## config.mk

```make
export PLATFORM = sky130hd
export DESIGN_NAME = bank_top
export DESIGN_NICKNAME = d
export VERILOG_FILES = /design/src/bank_pkg.sv /design/src/hex_decoder.sv /design/src/key_generator.sv /design/src/ledger_memory.sv /design/src/transaction_engine.sv /design/src/screen_blackout.sv /design/src/main_control.sv /design/src/bank_top.sv
export SDC_FILE = /design/constraint.sdc
export NUM_CORES = 1
export LEC_CHECK = 0
export BUFFER_PORTS_ARGS = -buffer_cell sky130_fd_sc_hd__buf_2
export CORE_UTILIZATION = 28
export CTS_CLUSTER_SIZE = 25
export DETAILED_ROUTE_END_ITERATION = 6
export RECOVER_POWER = 100
export SLEW_MARGIN = 10
export SYNTH_ARGS = -nofsm -noshare
export SYNTH_HDL_FRONTEND = slang
export SYNTH_SLANG_ARGS = --single-unit
export TNS_END_PERCENT = 100
```

## constraint.sdc

```tcl
create_clock -name clock -period 5.5 [get_ports clock]
set_input_delay 1.1 -clock clock [delete_from_list [all_inputs] [get_ports clock]]
set_output_delay 1.1 -clock clock [all_outputs]
set_load 0.01 [all_outputs]
```

## src/bank_pkg.sv

```systemverilog
/* Bank game shared definitions
   Widths, game constants, FSM phase encodings and the bundles passed between blocks */
package bank_pkg;

    localparam int BALANCE_WIDTH = 10; // Both balances always sum to 1000
    localparam int KEY_WIDTH = 8;

    typedef logic [BALANCE_WIDTH-1:0] balance_t;
    typedef logic [KEY_WIDTH-1:0] key_t;
    typedef logic player_t;

    localparam balance_t START_BALANCE = 10'd500;
    localparam key_t LFSR_SEED = 8'h5A;
    localparam key_t LFSR_TAPS = 8'hB8; // Taps 8, 6, 5, 4

    localparam int KEY_STEPS = 16;
    localparam int BLACKOUT_PIXELS = 64;
    localparam int CLEAR_CYCLES = 4;
    localparam int KEY_STEP_BITS = $clog2(KEY_STEPS);
    localparam int PIXEL_BITS = $clog2(BLACKOUT_PIXELS);
    localparam int CLEAR_BITS = $clog2(CLEAR_CYCLES);

    typedef enum logic [3:0] {
        INIT1           = 4'b0000,
        INIT2           = 4'b0001,
        STARTUP         = 4'b0010,
        START           = 4'b0011,
        LOAD_PLAYER     = 4'b0100,
        WAIT1           = 4'b0101,
        LOAD_AMOUNT     = 4'b0110,
        WAIT2           = 4'b0111,
        LOAD_KEY        = 4'b1000,
        WAIT3           = 4'b1001,
        TRANSACTION     = 4'b1010,
        RESET_OTHERS    = 4'b1011,
        BLACKOUT_SCREEN = 4'b1100
    } state_t;

    typedef struct packed {
        logic random_init;
        logic init_memory;
        logic load_memory;
        logic load_player;
        logic load_amount;
        logic load_key;
        logic start_transaction;
        logic blackout;
        logic clear_others;
        logic clear_datapath;
    } control_t;

    typedef struct packed {
        balance_t balance;
        key_t key;
    } ledger_entry_t;

    typedef struct packed {
        balance_t balance_p0;
        balance_t balance_p1;
    } display_t;

    typedef enum logic [1:0] {
        RESULT_NONE     = 2'd0,
        RESULT_ACCEPTED = 2'd1,
        RESULT_REJECTED = 2'd2
    } result_t;

endpackage

```

## src/hex_decoder.sv

```systemverilog
/* Hex to seven-segment decoder, active low segments */
module hex_decoder (
    input  logic [3:0] hex_digit,
    output logic [6:0] segments
);

    always_comb begin
        case (hex_digit) // Segment order gfedcba
            4'h0: segments = 7'b100_0000;
            4'h1: segments = 7'b111_1001;
            4'h2: segments = 7'b010_0100;
            4'h3: segments = 7'b011_0000;
            4'h4: segments = 7'b001_1001;
            4'h5: segments = 7'b001_0010;
            4'h6: segments = 7'b000_0010;
            4'h7: segments = 7'b111_1000;
            4'h8: segments = 7'b000_0000;
            4'h9: segments = 7'b001_0000;
            4'hA: segments = 7'b000_1000;
            4'hB: segments = 7'b000_0011;
            4'hC: segments = 7'b100_0110;
            4'hD: segments = 7'b010_0001;
            4'hE: segments = 7'b000_0110;
            default: segments = 7'b000_1110;
        endcase
    end

endmodule

```

## src/key_generator.sv

```systemverilog
/* Player key generator
   8-bit Fibonacci LFSR stepped through init to produce both private keys */
module key_generator (
    input  logic clock,
    input  logic global_reset,
    input  bank_pkg::control_t control,
    output bank_pkg::key_t current_key,
    output logic done_table_init
);
    import bank_pkg::*;

    key_t lfsr;
    key_t lfsr_next;
    logic [KEY_STEP_BITS-1:0] step_count;
    logic extra_step_done;

    assign lfsr_next = {lfsr[KEY_WIDTH-2:0], ^(lfsr & LFSR_TAPS)};

    always_ff @(posedge clock) begin
        if (global_reset || control.clear_datapath) begin
            lfsr <= LFSR_SEED;
            step_count <= '0;
            extra_step_done <= 1'b0;
        end else if (control.random_init) begin
            lfsr <= lfsr_next;
            step_count <= step_count + 1'b1;
        end else if (control.init_memory && !extra_step_done) begin
            lfsr <= lfsr_next; // Player 1 gets the value after player 0
            extra_step_done <= 1'b1;
        end
    end

    assign current_key = lfsr;
    assign done_table_init = control.random_init &&
                             step_count == KEY_STEP_BITS'(KEY_STEPS - 1);

endmodule

```

## src/ledger_memory.sv

```systemverilog
/* Two-player ledger
   Holds balance and key per player, serves the transfer port and latches the display */
module ledger_memory (
    input  logic clock,
    input  logic global_reset,
    input  bank_pkg::control_t control,
    input  bank_pkg::key_t current_key,
    input  bank_pkg::player_t access_player,
    input  logic write_enable,
    input  bank_pkg::ledger_entry_t write_entry,
    output bank_pkg::ledger_entry_t read_entry,
    output logic finished_init,
    output bank_pkg::display_t balance_display
);
    import bank_pkg::*;

    ledger_entry_t entries [0:1];
    player_t init_index;

    // Init walks entry 0 then entry 1
    always_ff @(posedge clock) begin
        if (global_reset || control.clear_datapath) begin
            init_index <= 1'b0;
        end else if (control.init_memory) begin
            init_index <= ~init_index;
        end
    end

    assign finished_init = control.init_memory && init_index;

    always_ff @(posedge clock) begin
        if (control.init_memory) begin
            entries[init_index].balance <= START_BALANCE;
            entries[init_index].key <= current_key;
        end else if (write_enable) begin
            entries[access_player] <= write_entry;
        end
    end

    assign read_entry = entries[access_player]; // Combinational read

    always_ff @(posedge clock) begin
        if (control.load_memory) begin
            balance_display.balance_p0 <= entries[0].balance;
            balance_display.balance_p1 <= entries[1].balance;
        end
    end

endmodule

```

## src/transaction_engine.sv

```systemverilog
/* Transfer engine
   Captures payer, amount and key, then reads, checks and writes the two ledger entries */
module transaction_engine (
    input  logic clock,
    input  logic global_reset,
    input  bank_pkg::control_t control,
    input  logic [bank_pkg::BALANCE_WIDTH-1:0] switches,
    input  bank_pkg::ledger_entry_t read_entry,
    output bank_pkg::player_t access_player,
    output logic write_enable,
    output bank_pkg::ledger_entry_t write_entry,
    output logic finished_transaction,
    output bank_pkg::result_t last_result
);
    import bank_pkg::*;

    player_t payer;
    balance_t amount;
    key_t key;
    logic [1:0] step; // 0 read, 1 check, 2 debit, 3 credit
    ledger_entry_t payer_entry;
    logic accept;

    always_ff @(posedge clock) begin
        if (global_reset || control.clear_others || control.clear_datapath) begin
            payer <= 1'b0;
            amount <= '0;
            key <= '0;
        end else begin
            if (control.load_player) payer <= switches[0];
            if (control.load_amount) amount <= switches;
            if (control.load_key) key <= switches[KEY_WIDTH-1:0];
        end
    end

    always_ff @(posedge clock) begin
        if (global_reset || !control.start_transaction) begin
            step <= 2'd0;
        end else begin
            step <= step + 2'd1;
        end
    end

    always_ff @(posedge clock) begin
        if (control.start_transaction && step == 2'd0) payer_entry <= read_entry;
        if (control.start_transaction && step == 2'd1) begin
            accept <= (payer_entry.key == key) && (amount <= payer_entry.balance);
        end
    end

    always_ff @(posedge clock) begin
        if (global_reset || control.clear_datapath) begin
            last_result <= RESULT_NONE;
        end else if (finished_transaction) begin
            last_result <= accept ? RESULT_ACCEPTED : RESULT_REJECTED;
        end
    end

    always_comb begin
        access_player = payer;
        write_enable = 1'b0;
        write_entry = payer_entry;
        if (step == 2'd2) begin
            write_entry.balance = payer_entry.balance - amount;
            write_enable = control.start_transaction && accept;
        end else if (step == 2'd3) begin
            access_player = ~payer; // Payee read-modify-write
            write_entry.balance = read_entry.balance + amount;
            write_entry.key = read_entry.key;
            write_enable = control.start_transaction && accept;
        end
    end

    assign finished_transaction = control.start_transaction && step == 2'd3;

endmodule

```

## src/screen_blackout.sv

```systemverilog
/* Screen blackout sweep
   Counts pixels during the blackout phase and flags the last one */
module screen_blackout (
    input  logic clock,
    input  logic global_reset,
    input  bank_pkg::control_t control,
    output logic done_plotting,
    output logic blackout_active
);
    import bank_pkg::*;

    logic [PIXEL_BITS-1:0] pixel_count;

    always_ff @(posedge clock) begin
        if (global_reset || control.clear_others || control.clear_datapath) begin
            pixel_count <= '0;
        end else if (control.blackout) begin
            pixel_count <= pixel_count + 1'b1;
        end
    end

    // High for one cycle on the final pixel
    assign done_plotting = control.blackout &&
                           pixel_count == PIXEL_BITS'(BLACKOUT_PIXELS - 1);
    assign blackout_active = control.blackout;

endmodule

```

## src/main_control.sv

```systemverilog
/* Main phase sequencer of the bank game
   Moore FSM stepping through init, operand loading, transfer, blackout and clear */
module main_control (
    input  logic clock,
    input  logic global_reset,
    input  logic start_signal,
    input  logic load_signal,
    input  logic reset_transaction,
    input  logic done_table_init,
    input  logic finished_init,
    input  logic finished_transaction,
    input  logic done_plotting,
    output bank_pkg::control_t control,
    output bank_pkg::state_t state
);
    import bank_pkg::*;

    state_t next_state;
    logic [CLEAR_BITS-1:0] clear_count;

    // Holds Reset_Others for CLEAR_CYCLES, restarts on an abort
    always_ff @(posedge clock) begin
        if (global_reset || reset_transaction || state != RESET_OTHERS) begin
            clear_count <= '0;
        end else begin
            clear_count <= clear_count + 1'b1;
        end
    end

    always_comb begin
        next_state = state;
        case (state)
            STARTUP: begin
                if (start_signal) next_state = INIT1;
            end
            INIT1: begin
                if (done_table_init) next_state = INIT2;
            end
            INIT2: begin
                if (finished_init) next_state = RESET_OTHERS;
            end
            START: begin
                if (load_signal) next_state = LOAD_PLAYER;
            end
            LOAD_PLAYER: begin
                if (!load_signal) next_state = WAIT1;
            end
            WAIT1: begin
                if (load_signal) next_state = LOAD_AMOUNT;
            end
            LOAD_AMOUNT: begin
                if (!load_signal) next_state = WAIT2;
            end
            WAIT2: begin
                if (load_signal) next_state = LOAD_KEY;
            end
            LOAD_KEY: begin
                if (!load_signal) next_state = WAIT3;
            end
            WAIT3: begin
                if (start_signal) next_state = TRANSACTION; // Operands complete
            end
            TRANSACTION: begin
                if (finished_transaction) next_state = BLACKOUT_SCREEN;
            end
            BLACKOUT_SCREEN: begin
                if (done_plotting) next_state = RESET_OTHERS;
            end
            RESET_OTHERS: begin
                if (clear_count == CLEAR_BITS'(CLEAR_CYCLES - 1)) next_state = START;
            end
            default: next_state = STARTUP;
        endcase
    end

    // One strobe per phase, wait states drive none
    always_comb begin
        control = '0;
        case (state)
            STARTUP:         control.clear_datapath = 1'b1;
            INIT1:           control.random_init = 1'b1;
            INIT2:           control.init_memory = 1'b1;
            START:           control.load_memory = 1'b1; // Refresh balance display
            LOAD_PLAYER:     control.load_player = 1'b1;
            LOAD_AMOUNT:     control.load_amount = 1'b1;
            LOAD_KEY:        control.load_key = 1'b1;
            TRANSACTION:     control.start_transaction = 1'b1;
            BLACKOUT_SCREEN: control.blackout = 1'b1;
            RESET_OTHERS:    control.clear_others = 1'b1;
            default:         control = '0;
        endcase
    end

    always_ff @(posedge clock) begin
        if (global_reset) begin
            state <= STARTUP;
        end else if (reset_transaction) begin
            state <= RESET_OTHERS; // Abort from any phase
        end else begin
            state <= next_state;
        end
    end

endmodule

```

## src/bank_top.sv

```systemverilog
/* Bank game top level
   Connects the sequencer, key generator, ledger, transfer engine and blackout sweep */
module bank_top (
    input  logic clock,
    input  logic global_reset,
    input  logic start_signal,
    input  logic load_signal,
    input  logic reset_transaction,
    input  logic [bank_pkg::BALANCE_WIDTH-1:0] switches,
    output bank_pkg::display_t balance_display,
    output bank_pkg::result_t last_result,
    output logic [6:0] state_segments,
    output logic blackout_active
);
    import bank_pkg::*;

    control_t control;
    state_t state;
    logic done_table_init;
    logic finished_init;
    logic finished_transaction;
    logic done_plotting;
    key_t current_key;
    player_t access_player;
    logic write_enable;
    ledger_entry_t write_entry;
    ledger_entry_t read_entry;

    main_control main_control_i (
        .clock(clock),
        .global_reset(global_reset),
        .start_signal(start_signal),
        .load_signal(load_signal),
        .reset_transaction(reset_transaction),
        .done_table_init(done_table_init),
        .finished_init(finished_init),
        .finished_transaction(finished_transaction),
        .done_plotting(done_plotting),
        .control(control),
        .state(state)
    );

    key_generator key_generator_i (
        .clock(clock),
        .global_reset(global_reset),
        .control(control),
        .current_key(current_key),
        .done_table_init(done_table_init)
    );

    ledger_memory ledger_memory_i (
        .clock(clock),
        .global_reset(global_reset),
        .control(control),
        .current_key(current_key),
        .access_player(access_player),
        .write_enable(write_enable),
        .write_entry(write_entry),
        .read_entry(read_entry),
        .finished_init(finished_init),
        .balance_display(balance_display)
    );

    transaction_engine transaction_engine_i (
        .clock(clock),
        .global_reset(global_reset),
        .control(control),
        .switches(switches),
        .read_entry(read_entry),
        .access_player(access_player),
        .write_enable(write_enable),
        .write_entry(write_entry),
        .finished_transaction(finished_transaction),
        .last_result(last_result)
    );

    screen_blackout screen_blackout_i (
        .clock(clock),
        .global_reset(global_reset),
        .control(control),
        .done_plotting(done_plotting),
        .blackout_active(blackout_active)
    );

    // Current phase number on the display
    hex_decoder hex_decoder_i (
        .hex_digit(state),
        .segments(state_segments)
    );

endmodule

```

==> impl_results.md, run 1 <==
- RSZ-0062 raised after global routing: no
- R2R Setup Slk: 1.15 ns
- Die Wd: 151 microns
- Clock transition at the registers of the reported paths: 0.06 ns
- Max cap viols: 0
- Syn Nets: 632
- Core ar.: 21,800 sq um
- Fraction of layout cells with a size suffix above 1: 9.86%
- Initial Util: 28.5%
- Synth Register Bits: 124
- Worst skew pair latency: 0.42 ns
- Crit-path max FO: 24
- Largest net degree at the start of global routing: 29
- Clock sinks: 124
- Post-CTS sizing: 0
- TritonCTS Buffers: 17
- RePlAce Congestion: 0.786
- Min Clock Period, post-route: 4.35 ns
- Setup crit end: ledger_memory_i.entries[0][16]$_DFFE_PP_
- Distinct cell type count after synthesis: 60
- Headroom to the max-slew limit: 3.81%
- Residual DRC: 0
- Critical Path End Type: flip-flop
- Crit Path Category: reg -> reg
- WL final: 13,800 microns
- Max Root-Sink Buffers: 2
- Data arrival, critical path: 4.52 ns
- Syn Area/Cell: 10.6 sq um
- H-tree Lvls: 4
- CTS tree: done
- Top_reg_cell synth: edfxtp_1
- Slew @ Worst Pin: 1.44 ns
- First-iteration detailed-routing DRC count: 261
- Die area: 22,700 sq um
- Via count: 4,338
- 1st-pass router iterations: 4
- Vias/cell: 4.72
- Final hold violation count: 0
- Crit path launch type: flip-flop
- Status: finished clean
- R2R Path End: ledger_memory_i.entries[0][16]$_DFFE_PP_
- Tcrit/Tclk final: 79.1%
- Layout area overhead: 16.4%
- Post-synthesis cell count: 583
- Most common cell after layout, fill and taps aside: edfxtp_1
- Total GRT Usage: 13.0%
- Max Freq: 230 MHz
- Hold buffers post-CTS: 0
- Die height: 151 microns
- Routed WL per cell: 15.0 microns
- Share of flip-flops with an asynchronous set or reset: 0%
- First-pass GRT wire length: 21,900 microns
- Post-synth EDFFs: 75
- Row count: 54
- Input/output buffers: 44
- Root buf cell: clkbuf_16
- PnR worst setup slack: 1.15 ns
- Post-route design area: 7210 sq um
- Setup Buffers After CTS: 0
- Sum of negative setup slack: 0 ns
- Reg2reg start: transaction_engine_i.step[0]$_SDFF_PP0_
- Max IR drop VDD: 127 uV
- Vias in the first global route: 4,189
- Leakage: 2.47 nW
- Detail Route Antenna Nets: 0
- Netlist Area Pre-Place: 6190 sq um
- Final HPWL DP: 9640 microns
- Slew Limit Fails: 0
- Crit path launch: transaction_engine_i.step[0]$_SDFF_PP0_
- Sequential share of the synthesized area: 52.2%
- Yosys warns: 0
- Pre-CTS setup slack: 1.16 ns
- N_diodes: 0
- Power Dens Cells: 363 nW/um^2
- Layout Nets: 675
- Io pins: 45
- CP required: 5.67 ns
- Dpl cell area: 6720 sq um
- Final setup viols: 0
- Clock skew: 0.00829 ns
- Commonest cells after routing, fill and taps aside: 75 x edfxtp_1, 68 x nand2_1, 49 x dfxtp_1
- Worst Hold Class: reg -> reg
- Global route overflow: 0
- Overall power: 2.62 mW
- R2r worst-path depth: 14
- Antenna violations before repair: 0
- Post-Route Utilization: 33.1%
registers in the layout (all words and copies together), names as in the netlist:
| signal | flops |
|---|---|
| main_control_i.clear_count | 2 |
| ledger_memory_i.init_index | 1 |
| transaction_engine_i.last_result | 2 |
| balance_display | 20 |
| ledger_memory_i.entries | 36 |
| main_control_i.state | 4 |
| transaction_engine_i.payer | 1 |
| transaction_engine_i.step | 2 |
| transaction_engine_i.accept | 1 |
| key_generator_i.current_key | 8 |
| key_generator_i.step_count | 4 |
| transaction_engine_i.key | 8 |
| key_generator_i.extra_step_done | 1 |
| screen_blackout_i.pixel_count | 6 |
| transaction_engine_i.amount | 10 |
| transaction_engine_i.payer_entry | 18 |
where the power goes:
| group | switching (mW) | total (mW) | internal [mW] |
|---|---|---|---|
| clock network | 0.420 | 1.11 | 0.694 |
| logic | 0.265 | 0.406 | 0.141 |
| registers | 0.0451 | 1.10 | 1.05 |
cells in the mapped netlist (3+ instances only):
cell type / count / share of area, %
inv_1: 24 / 1.5
nor2_1: 41 / 2.5
xnor2_1: 20 / 2.8
o21a_1: 3 / 0.36
a31oi_1: 5 / 0.51
nor3_1: 13 / 1.1
dfxtp_1: 49 / 16
a211oi_1: 8 / 0.97
edfxtp_1: 75 / 36
mux2_2: 18 / 3.3
xor2_1: 14 / 2.0
nand4_1: 4 / 0.40
a221o_1: 4 / 0.65
nor4_1: 3 / 0.30
nand2_1: 68 / 4.1
buf_2: 8 / 0.65
buf_1: 3 / 0.18
nand3_1: 25 / 2.0
mux2i_1: 18 / 2.9
ha_1: 32 / 6.5
and2_1: 4 / 0.40
nor2b_1: 9 / 0.91
a21oi_1: 39 / 3.2
clkbuf_1: 15 / 0.91
o21ai_0: 34 / 2.7
worst max-delay path, cell delays in order, from the launching register on:
cell       delay [ns]
dfxtp_1          0.38
inv_1            0.08
ha_1             0.40
nor2b_1          0.18
buf_4            0.28
xnor2_1          0.19
buf_4            0.34
mux2_1           0.42
fa_1             0.48
a21oi_1          0.20
o21ai_0          0.14
a2111oi_0        0.41
nor3_1           0.13
xor2_1           0.16
a211o_1          0.31
cells by family after synthesis:
family	synth area share, %
AOI/OAI and AO/OA	12.8
xor gates and xnor gates	5.07
adders and majority gates	7.11
buffers and inverters	3.64
DFF	52.2
muxes	6.42
and+or+nand+nor	12.7
final cells by class:
type	instances	area (sq um)
fillers	2241	14500
flip-flops and latches	124	3230
multi-input cells	405	2700
clock buffers	19	454
well taps	280	350
repair buffers	53	235
clock inverters	13	140
inverters	25	93.8
stage by stage:
step,hold WS [ns],instances
6_report,0.437,919
5_1_grt,0.459,919
4_1_cts,0.440,919
3_5_place_dp,0.425,887
3_3_place_gp,0.419,887
2_1_floorplan,0.406,583
routing by layer:
metal | up-vias | GRT usage, % | part of all wire [%]
li1 | 2190 | - | -
met1 | 2066 | 15.9 | 47
met2 | 69 | 21.1 | 48
met3 | 13 | 4.09 | 3.7
met4 | 0 | 4.90 | 1.2
met5 | - | 0 | 0
worst min path at each step:
stage / startpoint / slack (ns) / end / cells past startpoint
floorplan: main_control_i.clear_count[0]$_SDFF_PP0_ / 0.41 / main_control_i.clear_count[0]$_SDFF_PP0_ / 1
global placement: main_control_i.clear_count[0]$_SDFF_PP0_ / 0.42 / main_control_i.clear_count[0]$_SDFF_PP0_ / 1
detailed placement: main_control_i.clear_count[0]$_SDFF_PP0_ / 0.42 / main_control_i.clear_count[0]$_SDFF_PP0_ / 1
CTS: main_control_i.clear_count[0]$_SDFF_PP0_ / 0.44 / main_control_i.clear_count[0]$_SDFF_PP0_ / 1
global route: ledger_memory_i.entries[0][13]$_DFFE_PP_ / 0.46 / balance_display[15]$_DFFE_PP_ / 0
finish: main_control_i.clear_count[0]$_SDFF_PP0_ / 0.44 / main_control_i.clear_count[0]$_SDFF_PP0_ / 1
Power figures use the tool's default switching activity.
==> run 2: changes to the inputs <==
clock period = 3.8 ns   (was 5.5 ns; I/O delays follow)
==> impl_results.md, run 2 (synthesis results as in run 1) <==
- Max reg flops: 36
- Hold path startpoint: main_control_i.clear_count[0]$_SDFF_PP0_
- Via count: 4,391
- Hold Path End: main_control_i.clear_count[0]$_SDFF_PP0_
- Slew Limit Fails: 0
- Residual DRC: 0
- Core ar.: 21,800 sq um
- First-iteration detailed-routing DRC count: 270
- Worst skew pair latency: 0.42 ns
- Vias/cell: 4.73
- Worst Hold Class: reg -> reg
- Hold buffers post-CTS: 0
- Input/output buffers: 44
- Overall power: 3.74 mW
- Final hold violation count: 0
- Final HPWL DP: 9990 microns
- Switching share of power: 28.1%
- Logic pwr share: 16.4%
- Dpl cell area: 6770 sq um
- Clock Power Share: 41.2%
- Global route overflow: 0
- Max Root-Sink Buffers: 2
- Status: finished clean
- Die area: 22,700 sq um
- Root buf cell: clkbuf_16
- Commonest cells after routing, fill and taps aside: 75 x edfxtp_1, 68 x nand2_1, 48 x dfxtp_1
- Int Pwr: 2.69 mW
- Min Clock Period, post-route: 3.61 ns
- Clock transition at the registers of the reported paths: 0.06 ns
- TritonCTS Buffers: 17
- Vias in the first global route: 4,300
- Max Freq: 277 MHz
- Crit path launch: transaction_engine_i.step[0]$_SDFF_PP0_
- Crit path launch type: flip-flop
- Total GRT Usage: 13.1%
- Io pins: 45
- Initial Util: 28.5%
- Leakage: 2.64 nW
- Fraction of layout cells with a size suffix above 1: 18.9%
- Critical Path End Type: flip-flop
- Biggest register: ledger_memory_i.entries
- CP required: 3.96 ns
- Clock skew: 0.00651 ns
- First-pass GRT wire length: 22,300 microns
- WL final: 14,000 microns
- Headroom to the max-slew limit: 32.9%
- Crit-path max FO: 4
- CTS tree: done
- Worst Hold Slack: 0.435 ns
- Tcrit/Tclk final: 94.9%
- Layout area overhead: 18.7%
- Layout Nets: 682
- Die Wd: 151 microns
- Reg2reg start: transaction_engine_i.step[0]$_SDFF_PP0_
- Post-route design area: 7350 sq um
- Largest regs: ledger_memory_i.entries (36), balance_display (20), transaction_engine_i.payer_entry (18)
- R2r worst-path depth: 13
- Antenna violations before repair: 2
- Max IR drop VDD: 220 uV
- Net Sw Power: 1.05 mW
- Die height: 151 microns
- R2R Path End: ledger_memory_i.entries[0][16]$_DFFE_PP_
- Detail Route Antenna Nets: 0
- Sum of negative setup slack: 0 ns
- Data arrival, critical path: 3.77 ns
- Crit Path Category: reg -> reg
- Reg power frac: 42.4%
- 1st-pass router iterations: 4
- RePlAce Congestion: 0.853
- Final setup viols: 0
- Most common cell after layout, fill and taps aside: edfxtp_1
- H-tree Lvls: 4
- Hold-critical path depth: 1
- Max cap viols: 0
- Largest net degree at the start of global routing: 26
- R2R Setup Slk: 0.19 ns
- Power Dens Cells: 508 nW/um^2
- Row count: 54
- Routed WL per cell: 15.1 microns
- Clock sinks: 124
- Slew @ Worst Pin: 1.01 ns
==> run 2: layout make-up <==
cell class | instances | area [sq um]
antenna | 2 | 5.00
multi-input combinational | 405 | 2770
sequential | 124 | 3230
clock buffer | 18 | 450
inverter | 25 | 93.8
clock inverter | 14 | 118
tap | 280 | 350
fill | 2211 | 14400
timing repair buffer | 60 | 335
==> run 2: worst max-delay path by stage <==
| stage | slack, ns | cells past startpoint | endpoint |
|---|---|---|---|
| 2_1_floorplan | 0.007 | 15 | ledger_memory_i.entries[0][16]$_DFFE_PP_ |
| 3_3_place_gp | 0.1 | 13 | ledger_memory_i.entries[1][16]$_DFFE_PP_ |
| 3_5_place_dp | 0.05 | 13 | ledger_memory_i.entries[1][16]$_DFFE_PP_ |
| 4_1_cts | 0.04 | 13 | ledger_memory_i.entries[1][16]$_DFFE_PP_ |
| 5_1_grt | -0.006 | 13 | ledger_memory_i.entries[1][16]$_DFFE_PP_ |
| 6_report | 0.19 | 13 | ledger_memory_i.entries[0][16]$_DFFE_PP_ |
==> run 2: metrics by stage <==
step,util (%),instances,setup WS [ns]
6_report,33.8,928,0.195
5_1_grt,33.8,928,-0.00559
4_1_cts,33.7,925,0.0353
3_5_place_dp,31.1,893,0.0505
3_3_place_gp,31.1,893,0.0999
2_1_floorplan,-,583,0.00710
==> run 2: critical path, stage by stage, from the launching register on <==
cell	delay [ns]
dfxtp_2	0.35
inv_1	0.07
ha_1	0.22
nor2b_2	0.18
xnor2_2	0.18
mux2_2	0.40
ha_1	0.26
fa_2	0.40
a21oi_2	0.16
o21ai_0	0.12
a2111oi_1	0.41
nor3_1	0.13
xor2_1	0.16
a211o_1	0.31
==> run 2: routing by layer <==
metal  vias up  global-route usage [%]  part of all wire [%]
li1       2213                       -                     -
met1      2095                    16.2                    46
met2        63                    21.5                    50
met3        20                    3.33                   3.0
met4         0                    5.80                   1.5
met5         -                       0                     0
==> run 2: repair_timing <==
action,4_1_cts,5_1_grt
endpoints found under the setup margin,0,2
resized for setup,0,5
setup buffers,0,1
==> run 2: power groups by stage <==
stage	clock (mW)	sequential, mW	combinational (mW)
after floorplan	0	1.60	0.442
after global placement	0	1.62	0.610
after detailed placement	0	1.62	0.614
after CTS	1.57	1.59	0.618
after global routing	1.62	1.60	0.688
final	1.54	1.59	0.612
